[config.mk]
export PLATFORM = sky130hd
export DESIGN_NAME = reset_sequencer
export DESIGN_NICKNAME = d
export VERILOG_FILES = /design/src/hdl/super6502_pkg.sv /design/src/hdl/reset_sequencer.sv
export SDC_FILE = /design/constraint.sdc
export NUM_CORES = 1
export LEC_CHECK = 0
export ABC_CLOCK_PERIOD_IN_PS = 2800
export BUFFER_PORTS_ARGS = -buffer_cell sky130_fd_sc_hd__buf_2
export CAP_MARGIN = 15
export CORE_AREA = 2 2 39 41
export CTS_CLUSTER_SIZE = 28
export DETAILED_ROUTE_END_ITERATION = 6
export DIE_AREA = 0 0 41 43
export PLACE_DENSITY_LB_ADDON = 0.08
export SYNTH_ARGS = -nofsm -noshare
export SYNTH_HDL_FRONTEND = slang
export SYNTH_SLANG_ARGS = --single-unit
export TNS_END_PERCENT = 10
[constraint.sdc]
create_clock -name i_sysclk -period 2.8 [get_ports i_sysclk]
set_input_delay 0.7 -clock i_sysclk [delete_from_list [all_inputs] [get_ports i_sysclk]]
set_output_delay 0.7 -clock i_sysclk [all_outputs]
set_load 0.1 [all_outputs]
[src/boot_rom.mem]
// Boot image, 16 bytes per line, first line at FF00 and last line at FFF0
A2 FF 9A D8 A9 00 A2 00 9D 00 00 9D 00 01 E8 D0
F7 A9 20 85 00 A9 FF 85 01 A0 00 B1 00 F0 06 20
80 FF C8 D0 F6 4C 25 FF 53 55 50 45 52 36 35 30
32 20 42 4F 4F 54 0D 0A 00 EA EA EA EA EA EA EA
00 01 02 04 08 10 20 40 80 1B 36 6C D8 AB 4D 9A
2F 5E BC 63 C6 97 35 6A D4 B3 7D FA EF C5 91 39
72 E4 D3 BD 61 C2 9F 25 4A 94 33 66 CC 83 1D 3A
74 E8 CB 8D 01 02 04 08 10 20 40 80 1B 36 6C D8
48 8A 48 AD 00 02 29 01 F0 F9 68 AA 68 8D 01 02
60 48 8A 48 98 48 BA BD 04 01 29 10 D0 02 68 A8
68 AA 68 40 3C 5A 96 C3 0F F0 A5 5A 69 96 E1 1E
10 32 54 76 98 BA DC FE 01 23 45 67 89 AB CD EF
7E 81 42 24 18 99 66 C3 3C E7 DB BD 5A A5 0F F0
11 22 33 44 55 66 77 88 99 AA BB CC DD EE 13 57
9B DF 02 46 8A CE 24 68 AC E0 35 79 BD F1 40 EA
EA EA EA EA EA EA EA EA EA EA 40 FF 00 FF 91 FF

[src/hdl/super6502_pkg.sv]
package super6502_pkg;

// ======================================================================
// Bus widths
// ======================================================================

typedef logic [15:0]    cpu_addr_t;     // CPU address
typedef logic [7:0]     cpu_data_t;     // CPU data byte and per-bit enable
typedef logic [8:0]     ram_addr_t;     // 512 byte RAM index
typedef logic [7:0]     rom_addr_t;     // 256 byte ROM index

// ======================================================================
// Memory map
// ======================================================================

localparam cpu_addr_t RAM_BASE = 16'h0000;
localparam cpu_addr_t RAM_LAST = 16'h01FF;
localparam cpu_addr_t ROM_BASE = 16'hFF00;
localparam cpu_addr_t ROM_LAST = 16'hFFFF;

localparam cpu_data_t OPEN_BUS_VALUE = 8'hFF;      // Pulled-up data lines

localparam string ROM_INIT_FILE = "/design/src/boot_rom.mem";

// ======================================================================
// Reset timing and state encodings
// ======================================================================

localparam int RESET_HOLD_CYCLES = 16;              // CPU reset stretch

typedef enum logic [1:0] {
    REGION_RAM,
    REGION_ROM,
    REGION_OPEN
} bus_region_t;

typedef enum logic [1:0] {
    RST_ACTIVE,     // System reset asserted
    RST_HOLD,       // Counting out the stretch
    RST_RUN         // CPU released
} reset_state_t;

endpackage

[src/hdl/reset_sequencer.sv]
`timescale 1ns/100ps

module reset_sequencer
    import super6502_pkg::*;
(
    input   logic               i_sysclk,
    input   logic               i_reset,
    output  logic               o_cpu_reset,
    output  logic               o_cpu_held
);

reset_state_t state;
logic [$clog2(RESET_HOLD_CYCLES+1)-1:0] hold_cnt;

always_ff @(posedge i_sysclk) begin
    if (i_reset) begin
        state <= RST_ACTIVE;
        hold_cnt <= '0;
    end else begin
        case (state)
            RST_ACTIVE: begin
                state <= RST_HOLD;
                hold_cnt <= '0;
            end
            RST_HOLD: begin
                if (hold_cnt == RESET_HOLD_CYCLES - 1) begin
                    state <= RST_RUN;
                end
                hold_cnt <= hold_cnt + 1'b1;
            end
            default: begin
                state <= RST_RUN;               // Stay released
            end
        endcase
    end
end

assign o_cpu_reset = (state == RST_RUN);        // Active low toward the CPU
assign o_cpu_held  = (state != RST_RUN);

assert property (@(posedge i_sysclk) disable iff (i_reset)
    hold_cnt <= RESET_HOLD_CYCLES)
    else $error("Reset hold counter ran past its limit");

endmodule

==> impl_metrics.py <==
metrics = {
    "cts": {
        "post_cts_resize_count": 0,
        "worstSkewPairLatency_ns": 0.25,
        "clk_pin_slew_ns": 0.05,
        "h-tree-depth": 1,
        "hold_buffers": 0,
        "cts_made_buffers": 3,
        "cts_tree": "yes",
        "cts_setup_buffers": 0,
        "clkSinkCount": 7,
        "root_buffer": "clkbuf_4",
        "clock_path_buffers": 2,
    },
    "yosys": {
        "synth_area_sq_um": 307,
        "synth_area_per_cell_sq_um": 9.29,
        "synth.area.top_cells": "dfxtp_1 (46%), ha_1 (8.2%), a22oi_1 (4.9%)",
        "synth_top_area_cell": "dfxtp_1",
        "syn_inst": 33,
        "yosysSeqAreaShare_pct": 45.7,
        "synth_top_area_share_pct": 45.7,
        "yosys_warnings": 0,
        "syn_nets": 37,
        "ys_types": 17,
        "synth-seq-cells": 7,
    },
    "min_path": {
        "hold_path_class": "reg -> reg",
    },
    "setup_path": {
        "slowest_delay_ns": 0.50,
        "crit_fanout": 8,
        "path_cells": "nand2b_1 > inv_1 > buf_2",
        "required_ns": 2.10,
        "critPathKind": "reg -> out",
        "cp-end-kind": "output port",
        "cp_slowest_cell": "dfxtp_1",
        "crit_buf_inv": 2,
        "arrival_ns": 1.34,
        "crit_family": "flip-flops",
        "start_kind": "flop",
    },
    "timing": {
        "setup_viol": 0,
        "rsz0062_at_grt": "no",
        "fin_crit_sh_pct": 72.7,
        "tightest_slew_ns": 0.483,
        "max-slew-margin-rel_pct": 68.0,
        "timing_max_transition_violations_final": 0,
        "hold_violations": 0,
        "fin_skew_ns": 0.00251,
        "fmax_ghz": 0.491,
        "final.setup.tns_ns": 0,
        "fin_crit_ns": 2.04,
    },
    "power_and_ir_drop": {
        "ir_worst_vdd_uv": 226,
        "power_mw": 0.202,
        "p_leak_nw": 0.162,
        "power_density_nw_per_um2": 550,
    },
    "route": {
        "drt_wl_total_um": 534,
        "wl_per_cell_um": 9.54,
        "num_vias": 246,
        "drtPass1Iterations": 2,
        "vias_per_cell": 4.39,
        "drc": 0,
        "drt_iter0_markers": 1,
        "ant_nets": 0,
    },
    "die": {
        "fp-row-count": 14,
        "dieArea_sq_um": 1760,
        "dieWidth_um": 41,
        "core_area_sq_um": 1380,
        "io_pins": 4,
        "die_y_um": 43,
        "initial_utilization_pct": 22.2,
    },
    "grt": {
        "grt_max_degree": 9,
        "grt_pass1_vias": 227,
        "grt_pass1_wl_um": 897,
        "grtUsageTotal_pct": 8.04,
        "grt_overflow": 0,
        "antenna_found_initial": 0,
    },
    "cells_and_area": {
        "diodes": 0,
        "layout-drive-gt1-share_pct": 17.5,
        "fin_cells": 56,
        "nNetsFinal": 45,
        "areaGrowthSynthToFinish_pct": 20.0,
        "fin_area_sq_um": 368,
    },
    "placement": {
        "io_buffers": 3,
        "place_congestion": 0.616,
        "dp_cells": 52,
        "placed_area_sq_um": 342,
    },
    "flow_run": {
        "maxCapViolCount": 0,
    },
    "outcome": {
        "status": "completed",
    },
}
==> Yosys cell counts (all sizes together) <==
cell type	count
nand3	2
nor2	4
o21ai	1
or3b	1
nor2b	3
dfxtp	7
a21oi	2
nand3b	1
a22oi	2
and3	1
ha	2
inv	3
a31oi	1
mux2i	1
nand2	1
nand2b	1
==> cells by family after synthesis <==
group | after synthesis | share of synthesized area, %
simple gates | 14 | 27.3
flops | 7 | 45.7
compound gates | 6 | 11.8
buf+inv | 3 | 3.67
mux | 1 | 3.27
fa+ha+maj | 2 | 8.16
==> cell type report <==
type,count,area [sq um]
fill,157,1020
multi-input combinational,23,155
sequential,7,140
clock buffer,4,26.3
tap,16,20.0
timing repair buffer,3,15.0
inverter,3,11.3
==> state kept, by name, summed over array words and instances (netlist names) <==
name	count
hold_cnt	5
state	2
==> layout by cell type, fill, tap and decap left out, drive strengths merged <==
| cell | instances |
|---|---|
| or3b | 1 |
| inv | 3 |
| ha | 2 |
| nor2b | 3 |
| o21ai | 1 |
| dfxtp | 7 |
| clkbuf | 4 |
| buf | 3 |
| nand3 | 2 |
| nand2b | 1 |
| a31oi | 1 |
| mux2i | 1 |
| nand3b | 1 |
| a21oi | 2 |
| a22oi | 2 |
| and3 | 1 |
| nor2 | 4 |
| nand2 | 1 |
==> routing by layer <==
layer | share of wire, % | global-route usage [%] | vias up | routed length [um]
li1 | - | - | 132 | -
met3 | 3.4 | 3.14 | 2 | 18
met5 | 0 | 0 | - | 0
met2 | 44 | 9.69 | 5 | 236
met1 | 49 | 10.0 | 107 | 264
met4 | 2.6 | 8.00 | 0 | 14
==> power breakdown <==
group          internal [mW]  switching (mW)
sequential             0.102         0.00212
combinational        0.00420         0.00395
clock                 0.0543          0.0358
==> path summary, 6_finish.rpt <==
| check | end | cells past startpoint | slack, ns | startpoint |
|---|---|---|---|---|
| hold reg to reg | hold_cnt[3] | 2 | 0.51 | hold_cnt[3] |
| setup / recovery | o_cpu_reset | 3 | 0.76 | state[1] |
| hold / removal | hold_cnt[3] | 2 | 0.51 | hold_cnt[3] |
| setup reg to reg | hold_cnt[4] | 6 | 1.46 | hold_cnt[0] |
==> stage by stage <==
stage / utilization [%] / setup slack, ns / hold WS (ns)
floorplan: - / 0.155 / 0.460
global placement: 24.7 / 1.04 / 0.490
detailed placement: 24.7 / 0.997 / 0.501
CTS: 26.6 / 0.722 / 0.510
global route: 26.6 / 0.639 / 0.532
finish: 26.6 / 0.763 / 0.507
==> worst reg2reg max path: cells and delay by family (launching register included) <==
kind	cells	cell delay, ns
compound gates	1	0.13
fa+ha+maj	2	0.49
buf+inv	1	0.04
flops	1	0.33
simple gates	2	0.25
No activity file was read; power rests on OpenSTA's default activity.
