**config.mk**
```make
export PLATFORM = sky130hd
export DESIGN_NAME = cpu_bus_bridge
export DESIGN_NICKNAME = d
export VERILOG_FILES = /design/src/hdl/super6502_pkg.sv /design/src/hdl/cpu_bus_bridge.sv
export SDC_FILE = /design/constraint.sdc
export NUM_CORES = 1
export LEC_CHECK = 0
export ABC_AREA = 1
export ABC_CLOCK_PERIOD_IN_PS = 1000
export BUFFER_PORTS_ARGS = -buffer_cell sky130_fd_sc_hd__clkbuf_2
export CORE_MARGIN = 1
export CORE_UTILIZATION = 30
export DETAILED_ROUTE_END_ITERATION = 16
export HOLD_SLACK_MARGIN = 0.05
export PLACE_DENSITY = 0.87
export SYNTH_ARGS = -nofsm -noshare
export SYNTH_HDL_FRONTEND = slang
export SYNTH_SLANG_ARGS = --single-unit
```
**constraint.sdc**
```tcl
create_clock -name i_sysclk -period 1 [get_ports i_sysclk]
set_input_delay 0 -clock i_sysclk [delete_from_list [all_inputs] [get_ports i_sysclk]]
set_output_delay 0 -clock i_sysclk [all_outputs]
set_load 0.05 [all_outputs]
```
**src/boot_rom.mem**
```
// Boot image, 16 bytes per line, first line at FF00 and last line at FFF0
A2 FF 9A D8 A9 00 A2 00 9D 00 00 9D 00 01 E8 D0
F7 A9 20 85 00 A9 FF 85 01 A0 00 B1 00 F0 06 20
80 FF C8 D0 F6 4C 25 FF 53 55 50 45 52 36 35 30
32 20 42 4F 4F 54 0D 0A 00 EA EA EA EA EA EA EA
00 01 02 04 08 10 20 40 80 1B 36 6C D8 AB 4D 9A
2F 5E BC 63 C6 97 35 6A D4 B3 7D FA EF C5 91 39
72 E4 D3 BD 61 C2 9F 25 4A 94 33 66 CC 83 1D 3A
74 E8 CB 8D 01 02 04 08 10 20 40 80 1B 36 6C D8
48 8A 48 AD 00 02 29 01 F0 F9 68 AA 68 8D 01 02
60 48 8A 48 98 48 BA BD 04 01 29 10 D0 02 68 A8
68 AA 68 40 3C 5A 96 C3 0F F0 A5 5A 69 96 E1 1E
10 32 54 76 98 BA DC FE 01 23 45 67 89 AB CD EF
7E 81 42 24 18 99 66 C3 3C E7 DB BD 5A A5 0F F0
11 22 33 44 55 66 77 88 99 AA BB CC DD EE 13 57
9B DF 02 46 8A CE 24 68 AC E0 35 79 BD F1 40 EA
EA EA EA EA EA EA EA EA EA EA 40 FF 00 FF 91 FF

```
**src/hdl/super6502_pkg.sv**
```systemverilog
package super6502_pkg;

// ======================================================================
// Bus widths
// ======================================================================

typedef logic [15:0]    cpu_addr_t;     // CPU address
typedef logic [7:0]     cpu_data_t;     // CPU data byte and per-bit enable
typedef logic [8:0]     ram_addr_t;     // 512 byte RAM index
typedef logic [7:0]     rom_addr_t;     // 256 byte ROM index

// ======================================================================
// Memory map
// ======================================================================

localparam cpu_addr_t RAM_BASE = 16'h0000;
localparam cpu_addr_t RAM_LAST = 16'h01FF;
localparam cpu_addr_t ROM_BASE = 16'hFF00;
localparam cpu_addr_t ROM_LAST = 16'hFFFF;

localparam cpu_data_t OPEN_BUS_VALUE = 8'hFF;      // Pulled-up data lines

localparam string ROM_INIT_FILE = "/design/src/boot_rom.mem";

// ======================================================================
// Reset timing and state encodings
// ======================================================================

localparam int RESET_HOLD_CYCLES = 16;              // CPU reset stretch

typedef enum logic [1:0] {
    REGION_RAM,
    REGION_ROM,
    REGION_OPEN
} bus_region_t;

typedef enum logic [1:0] {
    RST_ACTIVE,     // System reset asserted
    RST_HOLD,       // Counting out the stretch
    RST_RUN         // CPU released
} reset_state_t;

endpackage

```
**src/hdl/cpu_bus_bridge.sv**
```systemverilog
`timescale 1ns/100ps

module cpu_bus_bridge
    import super6502_pkg::*;
(
    input   logic               i_sysclk,
    input   logic               i_reset,
    input   logic               i_cpu_held,

    input   cpu_addr_t          i_cpu_addr,
    input   logic               i_cpu_rwb,
    input   cpu_data_t          i_cpu_data,

    input   cpu_data_t          i_ram_rdata,
    input   cpu_data_t          i_rom_rdata,

    output  ram_addr_t          o_ram_addr,
    output  logic               o_ram_we,
    output  cpu_data_t          o_ram_wdata,
    output  rom_addr_t          o_rom_addr,

    output  cpu_data_t          o_cpu_data,
    output  cpu_data_t          o_cpu_data_oe
);

// ======================================================================
// Address decode
// ======================================================================

bus_region_t region;

always_comb begin
    if (i_cpu_addr >= RAM_BASE && i_cpu_addr <= RAM_LAST) begin
        region = REGION_RAM;
    end else if (i_cpu_addr >= ROM_BASE && i_cpu_addr <= ROM_LAST) begin
        region = REGION_ROM;
    end else begin
        region = REGION_OPEN;                   // Unmapped, reads float high
    end
end

// Both memories see the address in the same cycle
assign o_ram_addr  = i_cpu_addr[$bits(ram_addr_t)-1:0];
assign o_rom_addr  = i_cpu_addr[$bits(rom_addr_t)-1:0];
assign o_ram_wdata = i_cpu_data;

// Only an unheld write into RAM lands
assign o_ram_we = ~i_cpu_rwb & ~i_cpu_held & (region == REGION_RAM);

// ======================================================================
// Data phase
// ======================================================================

bus_region_t region_q;
logic        read_q;

always_ff @(posedge i_sysclk) begin
    if (i_reset) begin
        region_q <= REGION_OPEN;
        read_q <= 1'b0;
    end else begin
        region_q <= region;
        read_q <= i_cpu_rwb & ~i_cpu_held;      // Drive only for a live read
    end
end

always_comb begin
    case (region_q)
        REGION_RAM: o_cpu_data = i_ram_rdata;
        REGION_ROM: o_cpu_data = i_rom_rdata;
        default:    o_cpu_data = OPEN_BUS_VALUE;
    endcase
end

assign o_cpu_data_oe = {$bits(cpu_data_t){read_q}};

// ======================================================================
// Checks
// ======================================================================

assert property (@(posedge i_sysclk) disable iff (i_reset)
    o_ram_we |-> !i_cpu_held)
    else $error("RAM write while the CPU is held in reset");

assert property (@(posedge i_sysclk) disable iff (i_reset)
    o_ram_we |-> (i_cpu_addr <= RAM_LAST))
    else $error("RAM write enable outside the RAM window");

endmodule

```
==> metrics.yaml <==
timing:
  tns_ns: -3.81
  rsz0062_at_grt: "yes"
  tightest_slew_ns: 0.992
  fmax_mhz: 837
  hold_slack_ns: 0.000689
  report.final.slew_viol_count: 0
  period_share: 1.20
  min_period_ns: 1.20
  hold_viol_final: 0
  slew_headroom: 0.336
  worst_slack_ns: -0.195
  setup_violations: 22
floorplan:
  core_area_mm2: 0.00180
  io_pins: 86
  fp.dieH_um: 46.8
  die_area_mm2: 0.00219
  start_util: 0.335
  num_rows: 15
  fp.dieW_um: 46.8
logic_synthesis:
  ys_types: 12
  synth_compound_area_frac: 0.00830
  synth_fa_ha_area_frac: 0
  synth_most_common_cell: "buf_4"
  synth_top_family_by_area: "buffers and inverters"
  ys_top_cells_by_count: "buf_4, nor2_1, nand2_1, nor3_2, nor3_1"
  synth-seq-area-share: 0.0996
  syn_inst: 89
  syn_area_um2: 603
  ys_seq_elements: 3
  synth_mux_area_frac: 0
  synth_top_area_frac: 0.423
  synthesis.nets: 133
  synth_edf_count: 0
  synth_xor_xnor_area_share: 0
  synthSimpleGateAreaFrac: 0.394
  dominantRegCellSynth: "dfxtp_1"
  synth-async-reset-ratio: 0
  synth_area_leader_cell: "buf_4"
  yosys_warnings: 0
  synth.area.top_cells: "buf_4, nor3_2, dfxtp_1"
  syn_area_per_cell_um2: 6.78
global_route:
  grt_pass1_vias: 631
  grt_pass1_wl_mm: 2.66
  grt_overflow_total: 0
  antenna_found_initial: 0
  grt_max_degree: 17
  track_usage: 0.179
clock_tree:
  htree_levels: 1
  clockRootBuffer: "clkbuf_4"
  cts_tree: "yes"
  cts.sinks: 3
  cts_buffers: 3
  clockBufferDepth: 2
  postCtsSetupBuffers: 0
power:
  ir_worst_vdd_mv: 0.404
  p_leak_nw: 0.550
  power_density_mw_per_mm2: 655
  finalPower_mw: 0.745
critical_path:
  worst-path-buf-inv: 1
  crit_required_ns: 1.00
  worstSetupEndpointType: "primary output"
  arrival_ns: 1.20
  worst_setup_path_start_kind: "input port"
  crit_path_max_incr_delay_ns: 1.19
  critPathKind: "in -> out"
  cp_max_fo: 2
  path_cells: "dlygate4sd3_1"
  slowest_stage: "dlygate4sd3_1"
  cpLargestDelayFamily: "buffers and inverters"
outcome:
  violations: "setup timing"
  status: "finished, violations left"
drt:
  first_pass_iters: 3
  num_vias: 663
  totalWireLength_mm: 1.96
  post_drt_via_cell_ratio: 4.45
  drt_iter0_drc: 3
  drc: 0
  wl_per_cell_um: 13.2
  ant_nets: 0
finish:
  fin_util: 0.631
  regArea_um2: 66.3
  stdcell_count: 149
  nets: 169
  area_growth_pct: 88.6
  drive_gt1_frac: 0.653
  n_antenna_cell: 0
  fin_area_mm2: 0.00114
  multi_input_comb_area_um2: 433
  num-fill-cells: 152
placement:
  portBuffers: 45
  dp_hpwl_mm: 1.25
  gp_congestion: 0.619
  place_inst: 126
  dpl-instance-area_um2: 673
  pre_cts_ws_ns: -0.146
run:
  cap_violations: 0
worst_hold_path:
  hold_path.class: "in -> out"
cell usage in the layout, fill, tap and decap left out:
cell type / instances
dlygate4sd3_1: 18
buf_8: 9
nor3_4: 16
clkbuf_4: 3
inv_4: 1
buf_12: 1
nor2_4: 8
or2_2: 1
buf_6: 1
buf_4: 1
clkbuf_1: 1
nor2_1: 8
dfxtp_4: 1
nand2_1: 11
o21ai_0: 1
inv_1: 4
clkbuf_2: 36
dfxtp_2: 2
clkbuf_16: 1
per-layer routing:
metal | vias up | global-route usage | wire, µm
met5 | - | 0 | 0
met1 | 283 | 0.137 | 536
met2 | 61 | 0.389 | 1180
li1 | 315 | - | -
met3 | 4 | 0.0462 | 195
met4 | 0 | 0.0914 | 49
final timing paths:
kind                          start       endpoint  cells past startpoint
worst max-delay path  i_cpu_addr[2]  o_ram_addr[2]                      1
worst min-delay path  i_cpu_addr[0]  o_rom_addr[0]                      0
cell families after synthesis:
| family | Yosys count |
|---|---|
| buffers and inverters | 41 |
| AO/OA/AOI/OAI | 1 |
| flip-flops | 3 |
| AND/OR/NAND/NOR | 44 |
area by class of cell:
type | count | share of cell area
Timing Repair Buffer | 67 | 0.492
Sequential cell | 3 | 0.0583
Inverter | 5 | 0.0187
Clock buffer | 4 | 0.0231
Multi-Input combinational cell | 45 | 0.381
Tap cell | 25 | 0.0275
where the power goes:
part / internal [mW] / switching, mW / leakage [nW]
Sequential: 0.120 / 0.00353 / 0.0251
Clock: 0.149 / 0.0603 / 0.0150
Combinational: 0.110 / 0.302 / 0.510
repair_timing:
action / in CTS / in global routing
gates resized for setup: 43 / 14
hold endpoints to repair: 27 / 16
pin swaps: 10 / 16
hold buffers: 11 / 7
setup endpoints to repair: 8 / 16
cloned: 0 / 1
sequential cells by signal (all words and copies together), names as in the netlist:
name	flops
read_q	1
region_q	2
Note: power is estimated with default switching activity, not from simulation.
