File: src/boot_rom.mem
// Boot image, 16 bytes per line, first line at FF00 and last line at FFF0
A2 FF 9A D8 A9 00 A2 00 9D 00 00 9D 00 01 E8 D0
F7 A9 20 85 00 A9 FF 85 01 A0 00 B1 00 F0 06 20
80 FF C8 D0 F6 4C 25 FF 53 55 50 45 52 36 35 30
32 20 42 4F 4F 54 0D 0A 00 EA EA EA EA EA EA EA
00 01 02 04 08 10 20 40 80 1B 36 6C D8 AB 4D 9A
2F 5E BC 63 C6 97 35 6A D4 B3 7D FA EF C5 91 39
72 E4 D3 BD 61 C2 9F 25 4A 94 33 66 CC 83 1D 3A
74 E8 CB 8D 01 02 04 08 10 20 40 80 1B 36 6C D8
48 8A 48 AD 00 02 29 01 F0 F9 68 AA 68 8D 01 02
60 48 8A 48 98 48 BA BD 04 01 29 10 D0 02 68 A8
68 AA 68 40 3C 5A 96 C3 0F F0 A5 5A 69 96 E1 1E
10 32 54 76 98 BA DC FE 01 23 45 67 89 AB CD EF
7E 81 42 24 18 99 66 C3 3C E7 DB BD 5A A5 0F F0
11 22 33 44 55 66 77 88 99 AA BB CC DD EE 13 57
9B DF 02 46 8A CE 24 68 AC E0 35 79 BD F1 40 EA
EA EA EA EA EA EA EA EA EA EA 40 FF 00 FF 91 FF

File: src/hdl/super6502_pkg.sv
package super6502_pkg;

// ======================================================================
// Bus widths
// ======================================================================

typedef logic [15:0]    cpu_addr_t;     // CPU address
typedef logic [7:0]     cpu_data_t;     // CPU data byte and per-bit enable
typedef logic [8:0]     ram_addr_t;     // 512 byte RAM index
typedef logic [7:0]     rom_addr_t;     // 256 byte ROM index

// ======================================================================
// Memory map
// ======================================================================

localparam cpu_addr_t RAM_BASE = 16'h0000;
localparam cpu_addr_t RAM_LAST = 16'h01FF;
localparam cpu_addr_t ROM_BASE = 16'hFF00;
localparam cpu_addr_t ROM_LAST = 16'hFFFF;

localparam cpu_data_t OPEN_BUS_VALUE = 8'hFF;      // Pulled-up data lines

localparam string ROM_INIT_FILE = "/design/src/boot_rom.mem";

// ======================================================================
// Reset timing and state encodings
// ======================================================================

localparam int RESET_HOLD_CYCLES = 16;              // CPU reset stretch

typedef enum logic [1:0] {
    REGION_RAM,
    REGION_ROM,
    REGION_OPEN
} bus_region_t;

typedef enum logic [1:0] {
    RST_ACTIVE,     // System reset asserted
    RST_HOLD,       // Counting out the stretch
    RST_RUN         // CPU released
} reset_state_t;

endpackage

File: src/hdl/onchip_ram.sv
`timescale 1ns/100ps

module onchip_ram
    import super6502_pkg::*;
(
    input   logic               i_sysclk,
    input   ram_addr_t          i_ram_addr,
    input   logic               i_we,
    input   cpu_data_t          i_wdata,
    output  cpu_data_t          o_rdata
);

cpu_data_t mem [2**$bits(ram_addr_t)];

// Old data comes out on a same-cycle write to the same index
always_ff @(posedge i_sysclk) begin
    if (i_we) begin
        mem[i_ram_addr] <= i_wdata;
    end
    o_rdata <= mem[i_ram_addr];             // Registered read
end

endmodule

File: config.mk
export PLATFORM = sky130hd
export DESIGN_NAME = onchip_ram
export DESIGN_NICKNAME = d
export VERILOG_FILES = /design/src/hdl/super6502_pkg.sv /design/src/hdl/onchip_ram.sv
export SDC_FILE = /design/constraint.sdc
export NUM_CORES = 2
export LEC_CHECK = 0
export BUFFER_PORTS_ARGS = -buffer_cell sky130_fd_sc_hd__clkbuf_2
export CAP_MARGIN = 20
export CORE_MARGIN = 4
export CORE_UTILIZATION = 35
export DETAILED_ROUTE_END_ITERATION = 12
export PLACE_DENSITY = 0.48
export RECOVER_POWER = 50
export SLEW_MARGIN = 20
export SYNTH_ARGS = -nofsm -noshare
export SYNTH_HDL_FRONTEND = slang
export SYNTH_SLANG_ARGS = --single-unit
File: constraint.sdc
create_clock -name i_sysclk -period 3.7 [get_ports i_sysclk]
set_clock_uncertainty 0.2 [all_clocks]
set_input_delay 0.37 -clock i_sysclk [delete_from_list [all_inputs] [get_ports i_sysclk]]
set_output_delay 0.37 -clock i_sysclk [all_outputs]
set_load 0.005 [all_outputs]
==> results.py <==
metrics = {
    "run_status": {
        "status": "finished with violations",
        "failed_checks": "capacitance limit, slew limit",
    },
    "floorplanning": {
        "core_sq_um": 449700,
        "die-area_sq_um": 463300,
        "die_h_microns": 680.7,
        "ios": 27,
        "die_w_microns": 680.7,
        "start_util": 0.3522,
        "rows": 246,
    },
    "clock_tree": {
        "clock-sinks": 4104,
        "path_clk_slew_ns": 0.07,
        "worstSkewPairLatency_ns": 1.01,
        "cts_tree": "done",
        "max-clock-path-buffers": 4,
        "cts_root_buf": "clkbuf_16",
        "cts_made_buffers": 427,
        "cts.htree.levels": 5,
        "cts_setup_buffers": 0,
    },
    "yosys": {
        "synth_flop_cell": "edfxtp_1",
        "syn-num-nets": 7594,
        "syn-mean-instance-area_sq_um": 20.91,
        "synth_edf_count": 4096,
        "ys_seq_elements": 4104,
        "synth_top_area_cell": "edfxtp_1",
        "netlist_area_sq_um": 158400,
        "ys_async_sr_fraction": 0,
        "synth_top_area_frac": 0.7767,
        "synth_area_leaders": "edfxtp_1 (78%), mux4_2 (12%), mux2i_1 (2.7%), nor2_1 (1.3%), a22oi_1 (0.85%)",
        "yosysWarnings": 0,
        "ys_seq_area_frac": 0.7777,
        "synth.distinct_cells": 67,
        "synth_cells": 7575,
    },
    "cells_and_area": {
        "final_cell_mix": "edfxtp_1 (4096), buf_4 (1154), mux4_2 (816)",
        "drive_gt1_frac": 0.3104,
        "syn_to_final_growth_pct": 19.97,
        "layout.nets": 8965,
        "final_common_cell": "edfxtp_1",
        "multi_input_area_sq_um": 33060,
        "regArea_sq_um": 123200,
        "nFillCells": 39190,
    },
    "sta": {
        "fmax_mhz": 271.5,
        "period_minus_slack_ns": 3.683,
        "setup_ws_ns": 0.01653,
        "setup-tns-final_ns": 0,
        "period_share": 0.9955,
        "setup-violations-final": 0,
        "maxSlewHeadroom": -1.002,
        "fin_hold_ws_ns": 0.1539,
        "hold_viol_final": 0,
        "report.final.slew_viol_count": 693,
        "worstMarginPinSlew_ns": 3.002,
        "rsz0062_at_grt": "no",
    },
    "worst_setup_path": {
        "path_depth": 10,
        "crit_required_ns": 4.32,
        "cp-end-kind": "register",
        "cp-endpoint": "o_rdata[3]",
        "worstSetupPathType": "reg2reg",
        "crit_start": "mem[8][3]",
        "crit_fanout": 1,
        "worst_path_max_delay_cell": "or4_1",
        "crit_path_start_kind": "register",
        "critical_path_buf_inv_count": 3,
        "rr_startpoint": "mem[8][3]",
        "crit_family": "simple AND/OR/NAND/NOR gates",
        "r2r-end": "o_rdata[3]",
        "crit_chain": "mux4_2 -> a22o_1 -> a221oi_1 -> buf_4 -> a31oi_4 -> buf_4 -> or4_1 -> nor3_4 -> buf_4 -> nand4_1",
        "crit_top_cell": "buf_4",
        "worstPathArrival_ns": 4.30,
        "max_stage_delay_ns": 0.59,
        "reg2reg_depth": 10,
        "rrSetupSlack_ns": 0.02,
    },
    "power": {
        "comb_power_share": 0.050,
        "seqPwrFrac": 0.517,
        "power_mw": 99.18,
        "leakage_nw": 61.62,
        "vdd_drop_max_v": 0.0004178,
        "p_int_mw": 77.80,
        "switching_share": 0.2156,
        "p_switching_mw": 21.39,
        "p_per_area_nw_per_um2": 522.0,
        "p_clk_frac": 0.432,
    },
    "drt": {
        "wl_microns": 491600,
        "drt-vias-per-instance": 5.486,
        "ant_nets": 0,
        "drcViolationCount": 0,
        "dr.pass1.iters": 6,
        "dr.first_iter.drc_count": 9085,
        "num_vias": 83670,
        "wl_per_cell_microns": 32.23,
    },
    "worst_hold_path": {
        "hp-class": "in2reg",
    },
    "global_routing": {
        "grt_pass1_wl_microns": 684000,
        "grt_pass1_vias": 85020,
        "grt_max_degree": 112,
        "antenna_found_initial": 36,
        "grt-ovfl-total": 0,
        "grtUsageTotal": 0.2087,
    },
    "placement": {
        "dpl.hpwl_microns": 329200,
        "place_ws_ns": -1.069,
        "port_buffers": 26,
        "gp_congestion": 0.8812,
    },
    "job": {
        "max_cap_viol_count": 16,
    },
}
power groups by stage:
| stage | clock network (mW) | logic [mW] | registers [mW] |
|---|---|---|---|
| floorplan | 0 | 2.13 | 52.2 |
| global placement | 0 | 5.03 | 52.2 |
| detailed placement | 0 | 5.09 | 52.2 |
| CTS | 43.8 | 5.11 | 51.3 |
| global route | 45.7 | 5.24 | 51.3 |
| finish | 42.9 | 5.01 | 51.3 |
cells by family (layout without fill, tap and decap cells):
group                  Yosys count  after routing  synth area share
AO/OA/AOI/OAI                  758            758           0.03426
buffers and inverters          487           2202           0.01590
AND/OR/NAND/NOR                958            958           0.02736
flip-flops                    4104           4104            0.7777
multiplexers                  1268           1268            0.1448
other                            0              9                 0
sequential cells by signal (all words and copies together), names as in the netlist:
signal	cells
mem	4096
o_rdata	8
how the worst min path moves through the flow:
stage | startpoint | to | cells after the start
floorplan | i_wdata[0] | mem[0][0] | 0
global route | i_we | mem[190][7] | 5
detailed placement | i_wdata[2] | mem[39][2] | 1
CTS | i_ram_addr[6] | mem[240][4] | 3
global placement | i_wdata[2] | mem[38][2] | 1
finish | i_we | mem[190][7] | 5
cell usage after synthesis, drive strengths merged, types with 12 or more instances:
library cell  count
a21oi            77
a22o             47
o211ai           14
a22oi           181
mux4            816
o22ai           118
clkbuf          197
nand3            47
and3             25
a221oi           92
edfxtp         4096
buf             286
nand2           130
and2             19
mux2i           434
o221ai           12
a32oi            26
nor4             38
o21ai            45
a211oi           36
nor3             22
mux2             18
nand4            47
nor2            548
nor2b            25
a31oi            76
worst reg2reg max path, stage by stage (launching register included):
cell and delay (ns):
edfxtp_1 0.39, mux4_2 0.47, a22o_1 0.31, a221oi_1 0.26, buf_4 0.18, a31oi_4 0.19
buf_4 0.20, or4_1 0.59, nor3_4 0.35, buf_4 0.22, nand4_1 0.13
final cells by class:
type / instances / share of cell area
clock inverters: 264 / 0.01459
inverters: 4 / 0.0001054
repair buffers: 1425 / 0.06525
multi-input cells: 2984 / 0.1740
flip-flops and latches: 4104 / 0.6482
clock buffers: 509 / 0.05847
diodes: 9 / 0.0001185
well taps: 5952 / 0.03920
timing repair:
| item | 4_1_cts | 5_1_grt |
|---|---|---|
| endpoints found under the hold margin | 1687 | 0 |
| gates resized for setup | 9 | 2 |
| endpoints found under the setup margin | 4 | 2 |
| hold buffers | 8 | 0 |
| pin swaps | 2 | 1 |
metrics by stage:
step,cell area (sq um),std cells,util
final,190000,15250,0.4225
after global routing,190000,15250,0.4225
after CTS,190600,15240,0.4237
after detailed placement,176500,14460,0.3926
after global placement,176500,14460,0.3925
after floorplan,158400,7575,-
per-layer routing:
metal,share of wire,track usage,up-vias,wire (microns)
met3,0.069,0.03234,643,33950
met1,0.43,0.3004,45290,212100
li1,-,-,34590,-
met2,0.47,0.3317,3147,231400
met5,0.000055,0,-,27
met4,0.029,0.05416,4,14080
(Power assumes the default switching activity.)
